===== src/hw/tsp_pkg.sv =====
package tsp_pkg;

	typedef logic [7:0] ts_byte_t;
	typedef logic [12:0] pid_t;
	typedef logic [7:0] reg_addr_t;
	typedef logic [31:0] reg_data_t;
	typedef logic [7:0] byte_idx_t;
	typedef logic [5:0] word_idx_t;

	typedef enum logic [1:0] {
		ST_HUNT,
		ST_HEADER,
		ST_BODY
	} frame_state_t;

	localparam int PKT_BYTES = 188;
	localparam int PKT_WORDS = 47;
	localparam ts_byte_t SYNC_BYTE = 8'h47;

	// PID registers carry the enable in bit 16 and the PID in bits 12..0.
	localparam reg_addr_t ADDR_MON_PID = 8'd0;
	localparam reg_addr_t ADDR_REP_PID = 8'd1;
	localparam reg_addr_t ADDR_CAP_ARM = 8'd2;
	localparam reg_addr_t ADDR_STATUS = 8'd3;

	// reads here return captured words, writes fill the replacement packet.
	localparam reg_addr_t ADDR_PKT_BASE = 8'd64;

endpackage


===== src/hw/ts_byte_counter.sv =====
`timescale 1ns/10ps

module ts_byte_counter (
	input logic mpeg_clk,
	input logic rst_n,
	input logic cnt_clear,
	input logic cnt_inc,
	output tsp_pkg::byte_idx_t byte_idx,
	output logic last_byte
);

	tsp_pkg::byte_idx_t cnt_q;

	// byte_idx is the position of the byte on the input in this cycle.
	// A sync byte is position 0 whatever the count was.
	assign byte_idx = cnt_clear ? '0 : cnt_q;
	assign last_byte = (byte_idx == tsp_pkg::byte_idx_t'(tsp_pkg::PKT_BYTES - 1));

	always_ff @(posedge mpeg_clk) begin
		if (!rst_n) begin
			cnt_q <= '0;
		end else if (cnt_inc) begin
			cnt_q <= last_byte ? '0 : byte_idx + 8'd1;
		end else if (cnt_clear) begin
			cnt_q <= '0;
		end
	end

	assert property (@(posedge mpeg_clk) disable iff (!rst_n)
		byte_idx < tsp_pkg::byte_idx_t'(tsp_pkg::PKT_BYTES))
		else $error("byte index ran past the end of a packet");

endmodule


===== src/hw/ts_capture_buf.sv =====
`timescale 1ns/10ps

module ts_capture_buf (
	input logic mpeg_clk,
	input logic rst_n,
	input tsp_pkg::ts_byte_t mpeg_data,
	input logic mpeg_valid,
	input tsp_pkg::byte_idx_t byte_idx,
	input logic pkt_start,
	input tsp_pkg::pid_t pid,
	input logic pid_valid,
	input tsp_pkg::pid_t mon_pid,
	input logic mon_en,
	input logic cap_arm,
	input tsp_pkg::word_idx_t cap_raddr,
	output tsp_pkg::reg_data_t cap_rdata,
	output logic cap_ready
);

	tsp_pkg::reg_data_t mem [0:tsp_pkg::PKT_WORDS-1];
	tsp_pkg::ts_byte_t lane_q [0:2];
	logic armed;
	logic collecting;
	logic [1:0] lane;
	logic last_in;

	assign lane = byte_idx[1:0];
	assign last_in = collecting && mpeg_valid &&
		(byte_idx == tsp_pkg::byte_idx_t'(tsp_pkg::PKT_BYTES - 1));

	always_ff @(posedge mpeg_clk) begin
		if (!rst_n) begin
			armed <= 1'b0;
			collecting <= 1'b0;
			cap_ready <= 1'b0;
		end else if (cap_arm) begin
			armed <= 1'b1;
			collecting <= 1'b0;
			cap_ready <= 1'b0;
		end else if (last_in) begin
			armed <= 1'b0;
			collecting <= 1'b0;
			cap_ready <= 1'b1;
		end else if (pkt_start) begin
			// a new packet throws away whatever was partly collected.
			collecting <= armed;
		end else if (pid_valid && collecting) begin
			collecting <= mon_en && (pid == mon_pid);
		end
	end

	// bytes are little-endian inside a word, byte 0 in bits 7..0.
	always_ff @(posedge mpeg_clk) begin
		if (mpeg_valid && (lane != 2'd3)) begin
			lane_q[lane] <= mpeg_data;
		end
		if (mpeg_valid && collecting && (lane == 2'd3)) begin
			mem[byte_idx[7:2]] <= {mpeg_data, lane_q[2], lane_q[1], lane_q[0]};
		end
	end

	assign cap_rdata = mem[cap_raddr];

endmodule


===== src/hw/ts_frame_fsm.sv =====
`timescale 1ns/10ps

module ts_frame_fsm (
	input logic mpeg_clk,
	input logic rst_n,
	input tsp_pkg::ts_byte_t mpeg_data,
	input logic mpeg_valid,
	input logic mpeg_sync,
	input tsp_pkg::byte_idx_t byte_idx,
	input logic last_byte,
	output logic cnt_clear,
	output logic cnt_inc,
	output logic pkt_start,
	output tsp_pkg::pid_t pid,
	output logic pid_valid
);

	tsp_pkg::frame_state_t state;
	logic start;
	logic [4:0] pid_hi;
	logic pid_seen;

	// a sync byte restarts framing from any state, even mid-packet.
	assign start = mpeg_valid && mpeg_sync && (mpeg_data == tsp_pkg::SYNC_BYTE);
	assign cnt_clear = start;
	assign cnt_inc = start || (mpeg_valid && (state != tsp_pkg::ST_HUNT));

	always_ff @(posedge mpeg_clk) begin
		if (!rst_n) begin
			state <= tsp_pkg::ST_HUNT;
			pkt_start <= 1'b0;
			pid_valid <= 1'b0;
		end else begin
			pkt_start <= start;
			pid_valid <= 1'b0;
			if (start) begin
				state <= tsp_pkg::ST_HEADER;
			end else if (mpeg_valid) begin
				case (state)
					tsp_pkg::ST_HEADER: begin
						if (byte_idx == 8'd2) begin
							state <= tsp_pkg::ST_BODY;
							pid_valid <= 1'b1;
						end
					end
					tsp_pkg::ST_BODY: begin
						if (last_byte) begin
							state <= tsp_pkg::ST_HUNT;
						end
					end
					default: begin
					end
				endcase
			end
		end
	end

	// PID sits in the low five bits of byte 1 and all of byte 2.
	always_ff @(posedge mpeg_clk) begin
		if (mpeg_valid && (state == tsp_pkg::ST_HEADER)) begin
			if (byte_idx == 8'd1) begin
				pid_hi <= mpeg_data[4:0];
			end
			if (byte_idx == 8'd2) begin
				pid <= {pid_hi, mpeg_data};
			end
		end
	end

	// remembers that the current packet already produced its PID.
	always_ff @(posedge mpeg_clk) begin
		if (!rst_n) begin
			pid_seen <= 1'b0;
		end else if (pkt_start) begin
			pid_seen <= 1'b0;
		end else if (pid_valid) begin
			pid_seen <= 1'b1;
		end
	end

	assert property (@(posedge mpeg_clk) disable iff (!rst_n)
		pid_valid |-> !pid_seen)
		else $error("pid_valid fired twice within one packet");

endmodule


===== src/hw/ts_replacer.sv =====
`timescale 1ns/10ps

module ts_replacer (
	input logic mpeg_clk,
	input logic rst_n,
	input tsp_pkg::ts_byte_t mpeg_data,
	input logic mpeg_valid,
	input logic mpeg_sync,
	input tsp_pkg::pid_t pid,
	input logic pid_valid,
	input tsp_pkg::pid_t rep_pid,
	input logic rep_en,
	input logic rep_wr,
	input tsp_pkg::word_idx_t rep_word_addr,
	input tsp_pkg::reg_data_t rep_wdata,
	output tsp_pkg::ts_byte_t ts_out,
	output logic ts_out_valid,
	output logic ts_out_sync
);

	tsp_pkg::reg_data_t rep_mem [0:tsp_pkg::PKT_WORDS-1];
	tsp_pkg::ts_byte_t dly [0:2];
	logic [2:0] dly_v;
	logic [2:0] dly_sync;
	logic [2:0] dly_start;
	tsp_pkg::byte_idx_t out_idx;
	tsp_pkg::byte_idx_t cur_idx;
	logic out_in_pkt;
	logic cur_in_pkt;
	logic start_in;
	logic rep_q;
	logic rep_act;
	tsp_pkg::reg_data_t rep_word;

	assign start_in = mpeg_sync && (mpeg_data == tsp_pkg::SYNC_BYTE);

	// position of the byte leaving the delay line.
	assign cur_idx = dly_start[2] ? '0 : out_idx;
	assign cur_in_pkt = dly_start[2] || out_in_pkt;

	// byte 0 may leave in the very cycle the decision is made.
	assign rep_act = pid_valid ? (rep_en && (pid == rep_pid)) : rep_q;
	assign rep_word = rep_mem[cur_idx[7:2]];

	always_ff @(posedge mpeg_clk) begin
		if (!rst_n) begin
			dly_v <= '0;
			ts_out_valid <= 1'b0;
			ts_out_sync <= 1'b0;
			out_idx <= '0;
			out_in_pkt <= 1'b0;
			rep_q <= 1'b0;
		end else begin
			ts_out_valid <= mpeg_valid && dly_v[2];
			ts_out_sync <= mpeg_valid && dly_v[2] && dly_sync[2];
			if (pid_valid) begin
				rep_q <= rep_en && (pid == rep_pid);
			end
			if (mpeg_valid) begin
				dly_v <= {dly_v[1:0], 1'b1};
				if (dly_v[2]) begin
					out_in_pkt <= cur_in_pkt &&
						(cur_idx != tsp_pkg::byte_idx_t'(tsp_pkg::PKT_BYTES - 1));
					out_idx <= (cur_in_pkt &&
						(cur_idx != tsp_pkg::byte_idx_t'(tsp_pkg::PKT_BYTES - 1))) ?
						cur_idx + 8'd1 : '0;
				end
			end
		end
	end

	always_ff @(posedge mpeg_clk) begin
		if (rep_wr) begin
			rep_mem[rep_word_addr] <= rep_wdata;
		end
		if (mpeg_valid) begin
			dly[0] <= mpeg_data;
			dly[1] <= dly[0];
			dly[2] <= dly[1];
			dly_sync <= {dly_sync[1:0], mpeg_sync};
			dly_start <= {dly_start[1:0], start_in};
			if (cur_in_pkt && rep_act) begin
				ts_out <= rep_word[{cur_idx[1:0], 3'b000} +: 8];
			end else begin
				ts_out <= dly[2];
			end
		end
	end

endmodule


===== src/hw/tsp_regs.sv =====
`timescale 1ns/10ps

module tsp_regs (
	input logic mpeg_clk,
	input logic rst_n,
	input logic wen,
	input tsp_pkg::reg_addr_t waddr,
	input tsp_pkg::reg_data_t wdata,
	input logic ren,
	input tsp_pkg::reg_addr_t raddr,
	input tsp_pkg::reg_data_t cap_rdata,
	input logic cap_ready,
	output tsp_pkg::reg_data_t rdata,
	output tsp_pkg::pid_t mon_pid,
	output logic mon_en,
	output tsp_pkg::pid_t rep_pid,
	output logic rep_en,
	output logic cap_arm,
	output tsp_pkg::word_idx_t cap_raddr,
	output logic rep_wr,
	output tsp_pkg::word_idx_t rep_word_addr,
	output tsp_pkg::reg_data_t rep_wdata
);

	logic wr_pkt;
	logic rd_pkt;

	assign wr_pkt = wen && (waddr >= tsp_pkg::ADDR_PKT_BASE) &&
		(waddr < tsp_pkg::ADDR_PKT_BASE + tsp_pkg::reg_addr_t'(tsp_pkg::PKT_WORDS));
	assign rd_pkt = (raddr >= tsp_pkg::ADDR_PKT_BASE) &&
		(raddr < tsp_pkg::ADDR_PKT_BASE + tsp_pkg::reg_addr_t'(tsp_pkg::PKT_WORDS));
	assign cap_raddr = tsp_pkg::word_idx_t'(raddr - tsp_pkg::ADDR_PKT_BASE);

	always_ff @(posedge mpeg_clk) begin
		if (!rst_n) begin
			mon_pid <= '0;
			mon_en <= 1'b0;
			rep_pid <= '0;
			rep_en <= 1'b0;
			cap_arm <= 1'b0;
			rep_wr <= 1'b0;
		end else begin
			cap_arm <= wen && (waddr == tsp_pkg::ADDR_CAP_ARM);
			rep_wr <= wr_pkt;
			if (wen && (waddr == tsp_pkg::ADDR_MON_PID)) begin
				mon_en <= wdata[16];
				mon_pid <= wdata[12:0];
			end
			if (wen && (waddr == tsp_pkg::ADDR_REP_PID)) begin
				rep_en <= wdata[16];
				rep_pid <= wdata[12:0];
			end
		end
	end

	// the replacement write lands in the replacer one cycle after wen.
	always_ff @(posedge mpeg_clk) begin
		rep_word_addr <= tsp_pkg::word_idx_t'(waddr - tsp_pkg::ADDR_PKT_BASE);
		rep_wdata <= wdata;
	end

	always_ff @(posedge mpeg_clk) begin
		if (!rst_n) begin
			rdata <= '0;
		end else if (ren) begin
			if (rd_pkt) begin
				rdata <= cap_rdata;
			end else begin
				case (raddr)
					tsp_pkg::ADDR_MON_PID: rdata <= {15'd0, mon_en, 3'd0, mon_pid};
					tsp_pkg::ADDR_REP_PID: rdata <= {15'd0, rep_en, 3'd0, rep_pid};
					tsp_pkg::ADDR_STATUS: rdata <= {31'd0, cap_ready};
					default: rdata <= '0;
				endcase
			end
		end
	end

	assert property (@(posedge mpeg_clk) disable iff (!rst_n) !(wen && ren))
		else $error("register write and read requested in the same cycle");

endmodule


===== src/hw/tsp_top.sv =====
`timescale 1ns/10ps

module tsp_top (
	input logic mpeg_clk,
	input logic rst_n,
	input tsp_pkg::ts_byte_t mpeg_data,
	input logic mpeg_valid,
	input logic mpeg_sync,
	input logic wen,
	input tsp_pkg::reg_addr_t waddr,
	input tsp_pkg::reg_data_t wdata,
	input logic ren,
	input tsp_pkg::reg_addr_t raddr,
	output tsp_pkg::reg_data_t rdata,
	output tsp_pkg::ts_byte_t ts_out,
	output logic ts_out_valid,
	output logic ts_out_sync
);

	logic cnt_clear;
	logic cnt_inc;
	logic last_byte;
	logic pkt_start;
	logic pid_valid;
	logic mon_en;
	logic rep_en;
	logic cap_arm;
	logic cap_ready;
	logic rep_wr;
	tsp_pkg::byte_idx_t byte_idx;
	tsp_pkg::pid_t pid;
	tsp_pkg::pid_t mon_pid;
	tsp_pkg::pid_t rep_pid;
	tsp_pkg::word_idx_t cap_raddr;
	tsp_pkg::word_idx_t rep_word_addr;
	tsp_pkg::reg_data_t cap_rdata;
	tsp_pkg::reg_data_t rep_wdata;

	ts_frame_fsm frame_i (
		.mpeg_clk(mpeg_clk),
		.rst_n(rst_n),
		.mpeg_data(mpeg_data),
		.mpeg_valid(mpeg_valid),
		.mpeg_sync(mpeg_sync),
		.byte_idx(byte_idx),
		.last_byte(last_byte),
		.cnt_clear(cnt_clear),
		.cnt_inc(cnt_inc),
		.pkt_start(pkt_start),
		.pid(pid),
		.pid_valid(pid_valid)
	);

	ts_byte_counter counter_i (
		.mpeg_clk(mpeg_clk),
		.rst_n(rst_n),
		.cnt_clear(cnt_clear),
		.cnt_inc(cnt_inc),
		.byte_idx(byte_idx),
		.last_byte(last_byte)
	);

	tsp_regs regs_i (
		.mpeg_clk(mpeg_clk),
		.rst_n(rst_n),
		.wen(wen),
		.waddr(waddr),
		.wdata(wdata),
		.ren(ren),
		.raddr(raddr),
		.cap_rdata(cap_rdata),
		.cap_ready(cap_ready),
		.rdata(rdata),
		.mon_pid(mon_pid),
		.mon_en(mon_en),
		.rep_pid(rep_pid),
		.rep_en(rep_en),
		.cap_arm(cap_arm),
		.cap_raddr(cap_raddr),
		.rep_wr(rep_wr),
		.rep_word_addr(rep_word_addr),
		.rep_wdata(rep_wdata)
	);

	ts_capture_buf capture_i (
		.mpeg_clk(mpeg_clk),
		.rst_n(rst_n),
		.mpeg_data(mpeg_data),
		.mpeg_valid(mpeg_valid),
		.byte_idx(byte_idx),
		.pkt_start(pkt_start),
		.pid(pid),
		.pid_valid(pid_valid),
		.mon_pid(mon_pid),
		.mon_en(mon_en),
		.cap_arm(cap_arm),
		.cap_raddr(cap_raddr),
		.cap_rdata(cap_rdata),
		.cap_ready(cap_ready)
	);

	ts_replacer replacer_i (
		.mpeg_clk(mpeg_clk),
		.rst_n(rst_n),
		.mpeg_data(mpeg_data),
		.mpeg_valid(mpeg_valid),
		.mpeg_sync(mpeg_sync),
		.pid(pid),
		.pid_valid(pid_valid),
		.rep_pid(rep_pid),
		.rep_en(rep_en),
		.rep_wr(rep_wr),
		.rep_word_addr(rep_word_addr),
		.rep_wdata(rep_wdata),
		.ts_out(ts_out),
		.ts_out_valid(ts_out_valid),
		.ts_out_sync(ts_out_sync)
	);

endmodule


===== config.mk =====
export PLATFORM = sky130hd
export DESIGN_NAME = tsp_top
export DESIGN_NICKNAME = d
export VERILOG_FILES = /design/src/hw/tsp_pkg.sv /design/src/hw/ts_byte_counter.sv /design/src/hw/ts_capture_buf.sv /design/src/hw/ts_frame_fsm.sv /design/src/hw/ts_replacer.sv /design/src/hw/tsp_regs.sv /design/src/hw/tsp_top.sv
export SDC_FILE = /design/constraint.sdc
export NUM_CORES = 2
export LEC_CHECK = 0
export CAP_MARGIN = 25
export CORE_MARGIN = 5
export CORE_UTILIZATION = 39
export CTS_CLUSTER_SIZE = 10
export DETAILED_ROUTE_END_ITERATION = 7
export DONT_BUFFER_PORTS = 1
export PLACE_DENSITY_LB_ADDON = 0.12
export SLEW_MARGIN = 5
export SYNTH_ARGS = -nofsm -noshare
export SYNTH_HDL_FRONTEND = slang
export SYNTH_HIERARCHICAL = 1
export SYNTH_SLANG_ARGS = --single-unit

===== constraint.sdc =====
create_clock -name mpeg_clk -period 4.15 [get_ports mpeg_clk]
set_input_delay 0.83 -clock mpeg_clk [delete_from_list [all_inputs] [get_ports mpeg_clk]]
set_output_delay 0.83 -clock mpeg_clk [all_outputs]
set_load 0.02 [all_outputs]

=== Yosys cells after proc, flatten, opt, wreduce, memory -nomap -nowiden ===
Memory sizes are Yosys's and may differ from the RTL's.
Cells that the tools add are included.

* Bits in registers: 162
* Latch bits: 0
* Bits in writable memories: 3056
* Memory bits (read-only): 0
* Input bits: 62
* Output and inout bits: 42
* Logic and storage cells: 131
* Memories kept: 4

* Add/subtract/negate cells: 4
* Multipliers: 0
* Divide/modulo/power cells: 0
* Order comparisons: 4
* Equal/unequal tests: 19
* Shifts and indexed selects: 1
* Multiplexer cells: 27
* Bitwise operators: 3
* Reductions and logical operators: 41

{| class="wikitable"
|+ Memories
! name !! words !! bits a word !! read ports !! clocked after memory_dff !! wr ports !! line !! source
|-
| capture_i.mem || 47 || 32 || 1 || 0 || 1 || ts_capture_buf.sv:20 || <nowiki>tsp_pkg::reg_data_t mem [0:tsp_pkg::PKT_WORDS-1];</nowiki>
|-
| replacer_i.rep_mem || 47 || 32 || 1 || 0 || 1 || ts_replacer.sv:21 || <nowiki>tsp_pkg::reg_data_t rep_mem [0:tsp_pkg::PKT_WORDS-1];</nowiki>
|-
| capture_i.lane_q || 3 || 8 || 3 || 0 || 1 || ts_capture_buf.sv:21 || <nowiki>tsp_pkg::ts_byte_t lane_q [0:2];</nowiki>
|-
| replacer_i.dly || 3 || 8 || 3 || 0 || 3 || ts_replacer.sv:22 || <nowiki>tsp_pkg::ts_byte_t dly [0:2];</nowiki>
|}

{| class="wikitable"
|+ Operators with widths
! cell !! number
|-
| $pmux W17 S3 || 1
|-
| $mux W8 || 6
|-
| $mux W32 || 1
|-
| $shiftx A32 B6 Y8 || 1
|-
| $eq A13 B13 Y1 || 2
|-
| $eq A8 B1 Y1 const B || 3
|-
| $eq A8 B2 Y1 const B || 3
|-
| $logic_and A1 B1 Y1 || 22
|-
| $add A8 B1 Y8 const B || 2
|-
| $ge A8 B7 Y1 const B || 2
|-
| $logic_not A8 Y1 || 2
|-
| $lt A8 B7 Y1 const B || 2
|-
| $mux W1 || 16
|-
| $sub A6 B1 Y6 const B || 2
|-
| $reduce_bool A2 Y1 || 5
|-
| $eq A8 B7 Y1 const B || 1
|-
| $eq A8 B8 Y1 const B || 1
|-
| $ne A8 B8 Y1 const B || 1
|-
| $reduce_and A4 Y1 || 2
|-
| $reduce_and A2 Y1 || 3
|-
| $eq A2 B2 Y1 const B || 2
|-
| $mux W2 || 2
|-
| $ne A2 B2 Y1 const B || 2
|-
| $pmux W2 S2 || 1
|-
| other kinds (10) || 14
|}

=== Logic depth before layout (Yosys ltp) ===
* Depth in word-level cells: 8
* Depth in mapped cells: 15
* Mapped depth without buffers: 11

=== By module ===
Netlist, hierarchy kept.

{| class="wikitable"
|+ By module, submodules not included
! module !! times used !! cells an instance !! area each (µm²)
|-
| ts_replacer || 1 || 3861 || 61455.2
|-
| ts_capture_buf || 1 || 2837 || 58823.9
|-
| tsp_regs || 1 || 333 || 3497.1
|-
| ts_frame_fsm || 1 || 41 || 773.2
|-
| ts_byte_counter || 1 || 50 || 480.5
|}

=== Worst setup path after synthesis ===
Ideal clock, no wire load.

* Path type: input-to-reg
* Start: in mpeg_data[3]
* End: mem capture_i/mem[32][0] (netlist bit) (enable)
* Library setup time: 0.421 ns
* Arrival: 4.074 ns
* Data required time: 3.729 ns
* Slack: -0.345 ns
* Cell stages on the path: 7
* Path through: or4b_4 -> nor4_4 -> buf_4 -> nor2b_1 -> or3b_2 -> clkbuf_1 -> nor2_1

{| class="wikitable"
|+ RTL lines
! what !! line !! source
|-
| start, declared || tsp_top.sv:6 || <nowiki>input tsp_pkg::ts_byte_t mpeg_data,</nowiki>
|-
| $eq A8 B7 Y1 || ts_frame_fsm.sv:24 || <nowiki>assign start = mpeg_valid && mpeg_sync && (mpeg_data == tsp_pkg::SYNC_BYTE);</nowiki>
|-
| $logic_and A1 B1 Y1 || ts_frame_fsm.sv:24 ||
|-
| via cnt_clear || tsp_top.sv:20 || <nowiki>logic cnt_clear;</nowiki>
|-
| $mux W8 || n/a ||
|-
| via byte_idx[6] || tsp_top.sv:30 || <nowiki>tsp_pkg::byte_idx_t byte_idx;</nowiki>
|-
| end, declared || ts_capture_buf.sv:20 ||
|}

The timed path passes the listed nets, and every way through them passes these cells.

=== Worst setup path after layout ===
* Start: reg replacer_i.dly_start[2]
* End: reg replacer_i.ts_out[1] (data pin)

* Longest elaborated chain between the ends: 4

{| class="wikitable"
|+ RTL lines
! what !! line !! source
|-
| start, declared || ts_replacer.sv:25 || <nowiki>logic [2:0] dly_start;</nowiki>
|-
| start signal, assigned || ts_replacer.sv:81 || <nowiki>dly_start <= {dly_start[1:0], start_in};</nowiki>
|-
| $mux W8 || ts_replacer.sv:38 || <nowiki>assign cur_idx = dly_start[2] ? '0 : out_idx;</nowiki>
|-
| $mem_v2 Z47 W32 || n/a ||
|-
| $shiftx A32 B6 Y8 || ts_replacer.sv:83 || <nowiki>ts_out <= rep_word[{cur_idx[1:0], 3'b000} +: 8];</nowiki>
|-
| $mux W8 * || ts_replacer.sv:82 || <nowiki>if (cur_in_pkt && rep_act) begin</nowiki>
|-
| end signal, assigned || ts_replacer.sv:83 ||
|-
| end signal, assigned || ts_replacer.sv:85 || <nowiki>ts_out <= dly[2];</nowiki>
|-
| end, declared || ts_replacer.sv:16 || <nowiki>output tsp_pkg::ts_byte_t ts_out,</nowiki>
|}

Mark *: on every way between the ends. The rest lies on a longest branch, timed or not.
A chain may end at the register's enable or synchronous reset.

==> run_results.csv <==
group,metric,value,unit
yosys,syn_area,125000,µm²
clocking,htreeDepth,5,
setup_path,start_kind,"flop",
route,wl_per_cell,34.2,µm
sta,fmax,0.246,GHz
route,routed.top_layer,"met5",
place,portBuffers,0,
job,drv_cap,0,
floorplan,die_y,576,µm
place,placed_area,133000,µm²
place,post-dp-hpwl,237000,µm
final_layout,multiInputGateArea,28100,µm²
clocking,clk_pin_slew,50,ps
route,ant_nets,0,
floorplan,io_pins,104,
yosys,ys.flop_type,"edfxtp_1",
floorplan,die_x,576,µm
clocking,cts_tree,"done",
worst_hold_path,hold_path.class,"in2reg",
clocking,cts-root-buf,"clkbuf_16",
sta,fin_skew,40.8,ps
final_layout,regArea,95400,µm²
final_layout,layout_common_cells,"3088 x edfxtp_1, 623 x mux2i_1, 570 x nand2_1",
final_layout,final_nets,7581,
setup_path,cp.required,4900,ps
route,wl_met3,25000,µm
pwr,power_frac_comb,2.1,%
sta,tightest_slew,1150,ps
yosys,synth_edf_count,3088,
yosys,synth-warning-count,6,
sta,finalHoldViolCount,0,
floorplan,core,320000,µm²
yosys,synthCells,7122,
route,firstDrtPassIters,6,
clocking,clockBufferDepth,4,
route,drt_iter0_drc,7113,
global_routing,grt_max_degree,525,
clocking,numCtsBuffers,370,
global_routing,gr-usage-all-layers,23.9,%
clocking,insertion_delay,970,ps
sta,rsz0062_at_grt,"false",
pwr,pwr-share-seq,54.1,%
pwr,intPower,52.7,mW
yosys,synth_cell_types,88,
yosys,synth.avg_cell_area,17.6,µm²
place,post-place-ws,-33.2,ps
sta,finalSetupViolCount,0,
final_layout,layout.cells.non_filler,11900,
final_layout,synthToLayoutAreaGrowth,15.4,%
route,drc,0,
route,route.met2.wl,205000,µm
pwr,p_leak,46.1,nW
sta,fin_crit_sh,97.8,%
setup_path,crit_fanout,27,
run_status,outcome,"finished, final reports clean",
final_layout,post-route-util,45.1,%
sta,drv_slew,0,
global_routing,grt_antenna_before_repair,14,
sta,hold_slack,41.4,ps
yosys,synthArstFlopShare,0,%
setup_path,worst_setup_path_end_kind,"flop",
final_layout,fillerInstances,27700,
global_routing,grt_pass1_wl,563000,µm
final_layout,drive_gt1_share,17.7,%
sta,min_period,4060,ps
yosys,syn_nets,7186,
setup_path,worstSetupPathType,"reg2reg",
pwr,p_switching,13.6,mW
global_routing,grt_pass1_vias,68800,
route,wl,407000,µm
route,viasPerCell,5.85,
pwr,p_per_area,459,nW/µm²
sta,slew_headroom,23.4,%
sta,tns,0,ps
route,wl_met1,163000,µm
pwr,finalPower,66.2,mW
final_layout,layout_commonest_cell,"edfxtp_1",
pwr,clkPwrFrac,43.8,%
floorplan,initial_core_util,39.1,%
place,place_congestion,0.855,
sta,setup_ws,91.7,ps
final_layout,final_cell_area,144000,µm²
floorplan,num_rows,208,
yosys,ys_ff_latch,3218,
setup_path,cp.arrival,4800,ps
yosys,yosysSeqAreaShare,76.2,%
floorplan,die_area,332000,µm²
pwr,max-vdd-ir-drop,0.378,mV
route,vias,69600,
place,dpl.cell_count,11300,
pwr,switching_share,20.5,%
clocking,cts.sinks,3218,
global_routing,overflow,0,
==> layer usage <==
layer	up-vias	GRT usage, %
met5	-	0
met4	2	7.33
met3	659	3.83
met2	2547	41.4
met1	37000	31.1
li1	29400	-
==> path summary, 6_finish.rpt <==
kind                                               from                     to  slack [ps]  depth (start not counted)
worst max-delay path            replacer_i/dly_start[2]   replacer_i/ts_out[1]          90                         10
worst min-delay path                           wdata[6]      regs_i/rep_pid[6]          40                          2
worst max register to register  replacer_i/dly_start[2]   replacer_i/ts_out[1]          90                         10
worst min register to register    replacer_i/dly[0][10]  replacer_i/dly[0][18]         420                          0
==> power groups by stage <==
stage	clock, mW	combinational, mW	sequential (mW)
final	29.0	1.38	35.8
after global routing	30.9	1.45	35.9
after CTS	29.6	1.37	35.9
after detailed placement	0	1.18	36.5
after global placement	0	1.17	36.5
after floorplan	0	0.880	36.4
==> repair_timing <==
action | in CTS | in global routing
setup endpoints to repair | 0 | 1
hold buffers | 54 | 0
setup buffers | 0 | 1
gates resized for setup | 0 | 0
endpoints found under the hold margin | 412 | 0
==> flip-flops by register name, indices dropped and copies added (netlist names), 24 cells and up <==
name                cells
capture_i/lane_q       24
capture_i/mem        1504
regs_i/rdata           32
regs_i/rep_wdata       32
replacer_i/dly         24
replacer_i/rep_mem   1504
==> cell families after synthesis <==
family / synth area share (%)
buf+inv: 1.93
fa+ha+maj: 0.0200
compound gates: 6.57
simple gates: 4.62
xor+xnor: 0.231
flops: 76.2
mux: 10.4
==> synth_stat cells, drive strengths merged, types with 11 or more instances <==
cell | count | area [µm²]
edfxtp | 3088 | 92700
mux2i | 623 | 6240
nand2 | 571 | 2140
buf | 267 | 1660
mux4 | 244 | 5500
o21ai | 229 | 1150
a21oi | 210 | 1050
clkbuf | 183 | 687
nor2 | 180 | 676
nand3 | 146 | 731
dfxtp | 130 | 2600
a221oi | 114 | 998
mux2 | 111 | 1250
o221ai | 105 | 920
a211oi | 99 | 748
o22ai | 87 | 544
a31oi | 79 | 494
nor2b | 79 | 497
a22oi | 72 | 541
nand4 | 50 | 328
and2 | 43 | 269
o211ai | 41 | 308
a21boi | 36 | 270
or4 | 36 | 274
a211o | 30 | 263
xnor2 | 29 | 254
nand2b | 28 | 183
a311oi | 24 | 210
inv | 14 | 52.6
nor3 | 13 | 65.1
and3b | 12 | 105
a32oi | 11 | 96.3
==> critical path, stage by stage, from the launching register on <==
cell and delay [ps]:
edfxtp_1 420, buf_12 250, nand2b_4 350, buf_4 400, buf_4 300, mux2i_1 130, a221oi_1 520, o21ai_0 290
a21oi_1 680, o2111ai_1 310, o311ai_1 170
==> layout make-up <==
type	instances	area share (%)
multi-input cells	3437	19.5
repair buffers	473	3.54
well taps	4200	3.64
inverters	17	0.0477
clock inverters	38	0.216
flip-flops and latches	3218	66.1
diodes	7	0.0121
clock buffers	509	6.93
Power figures use the tool's default switching activity.
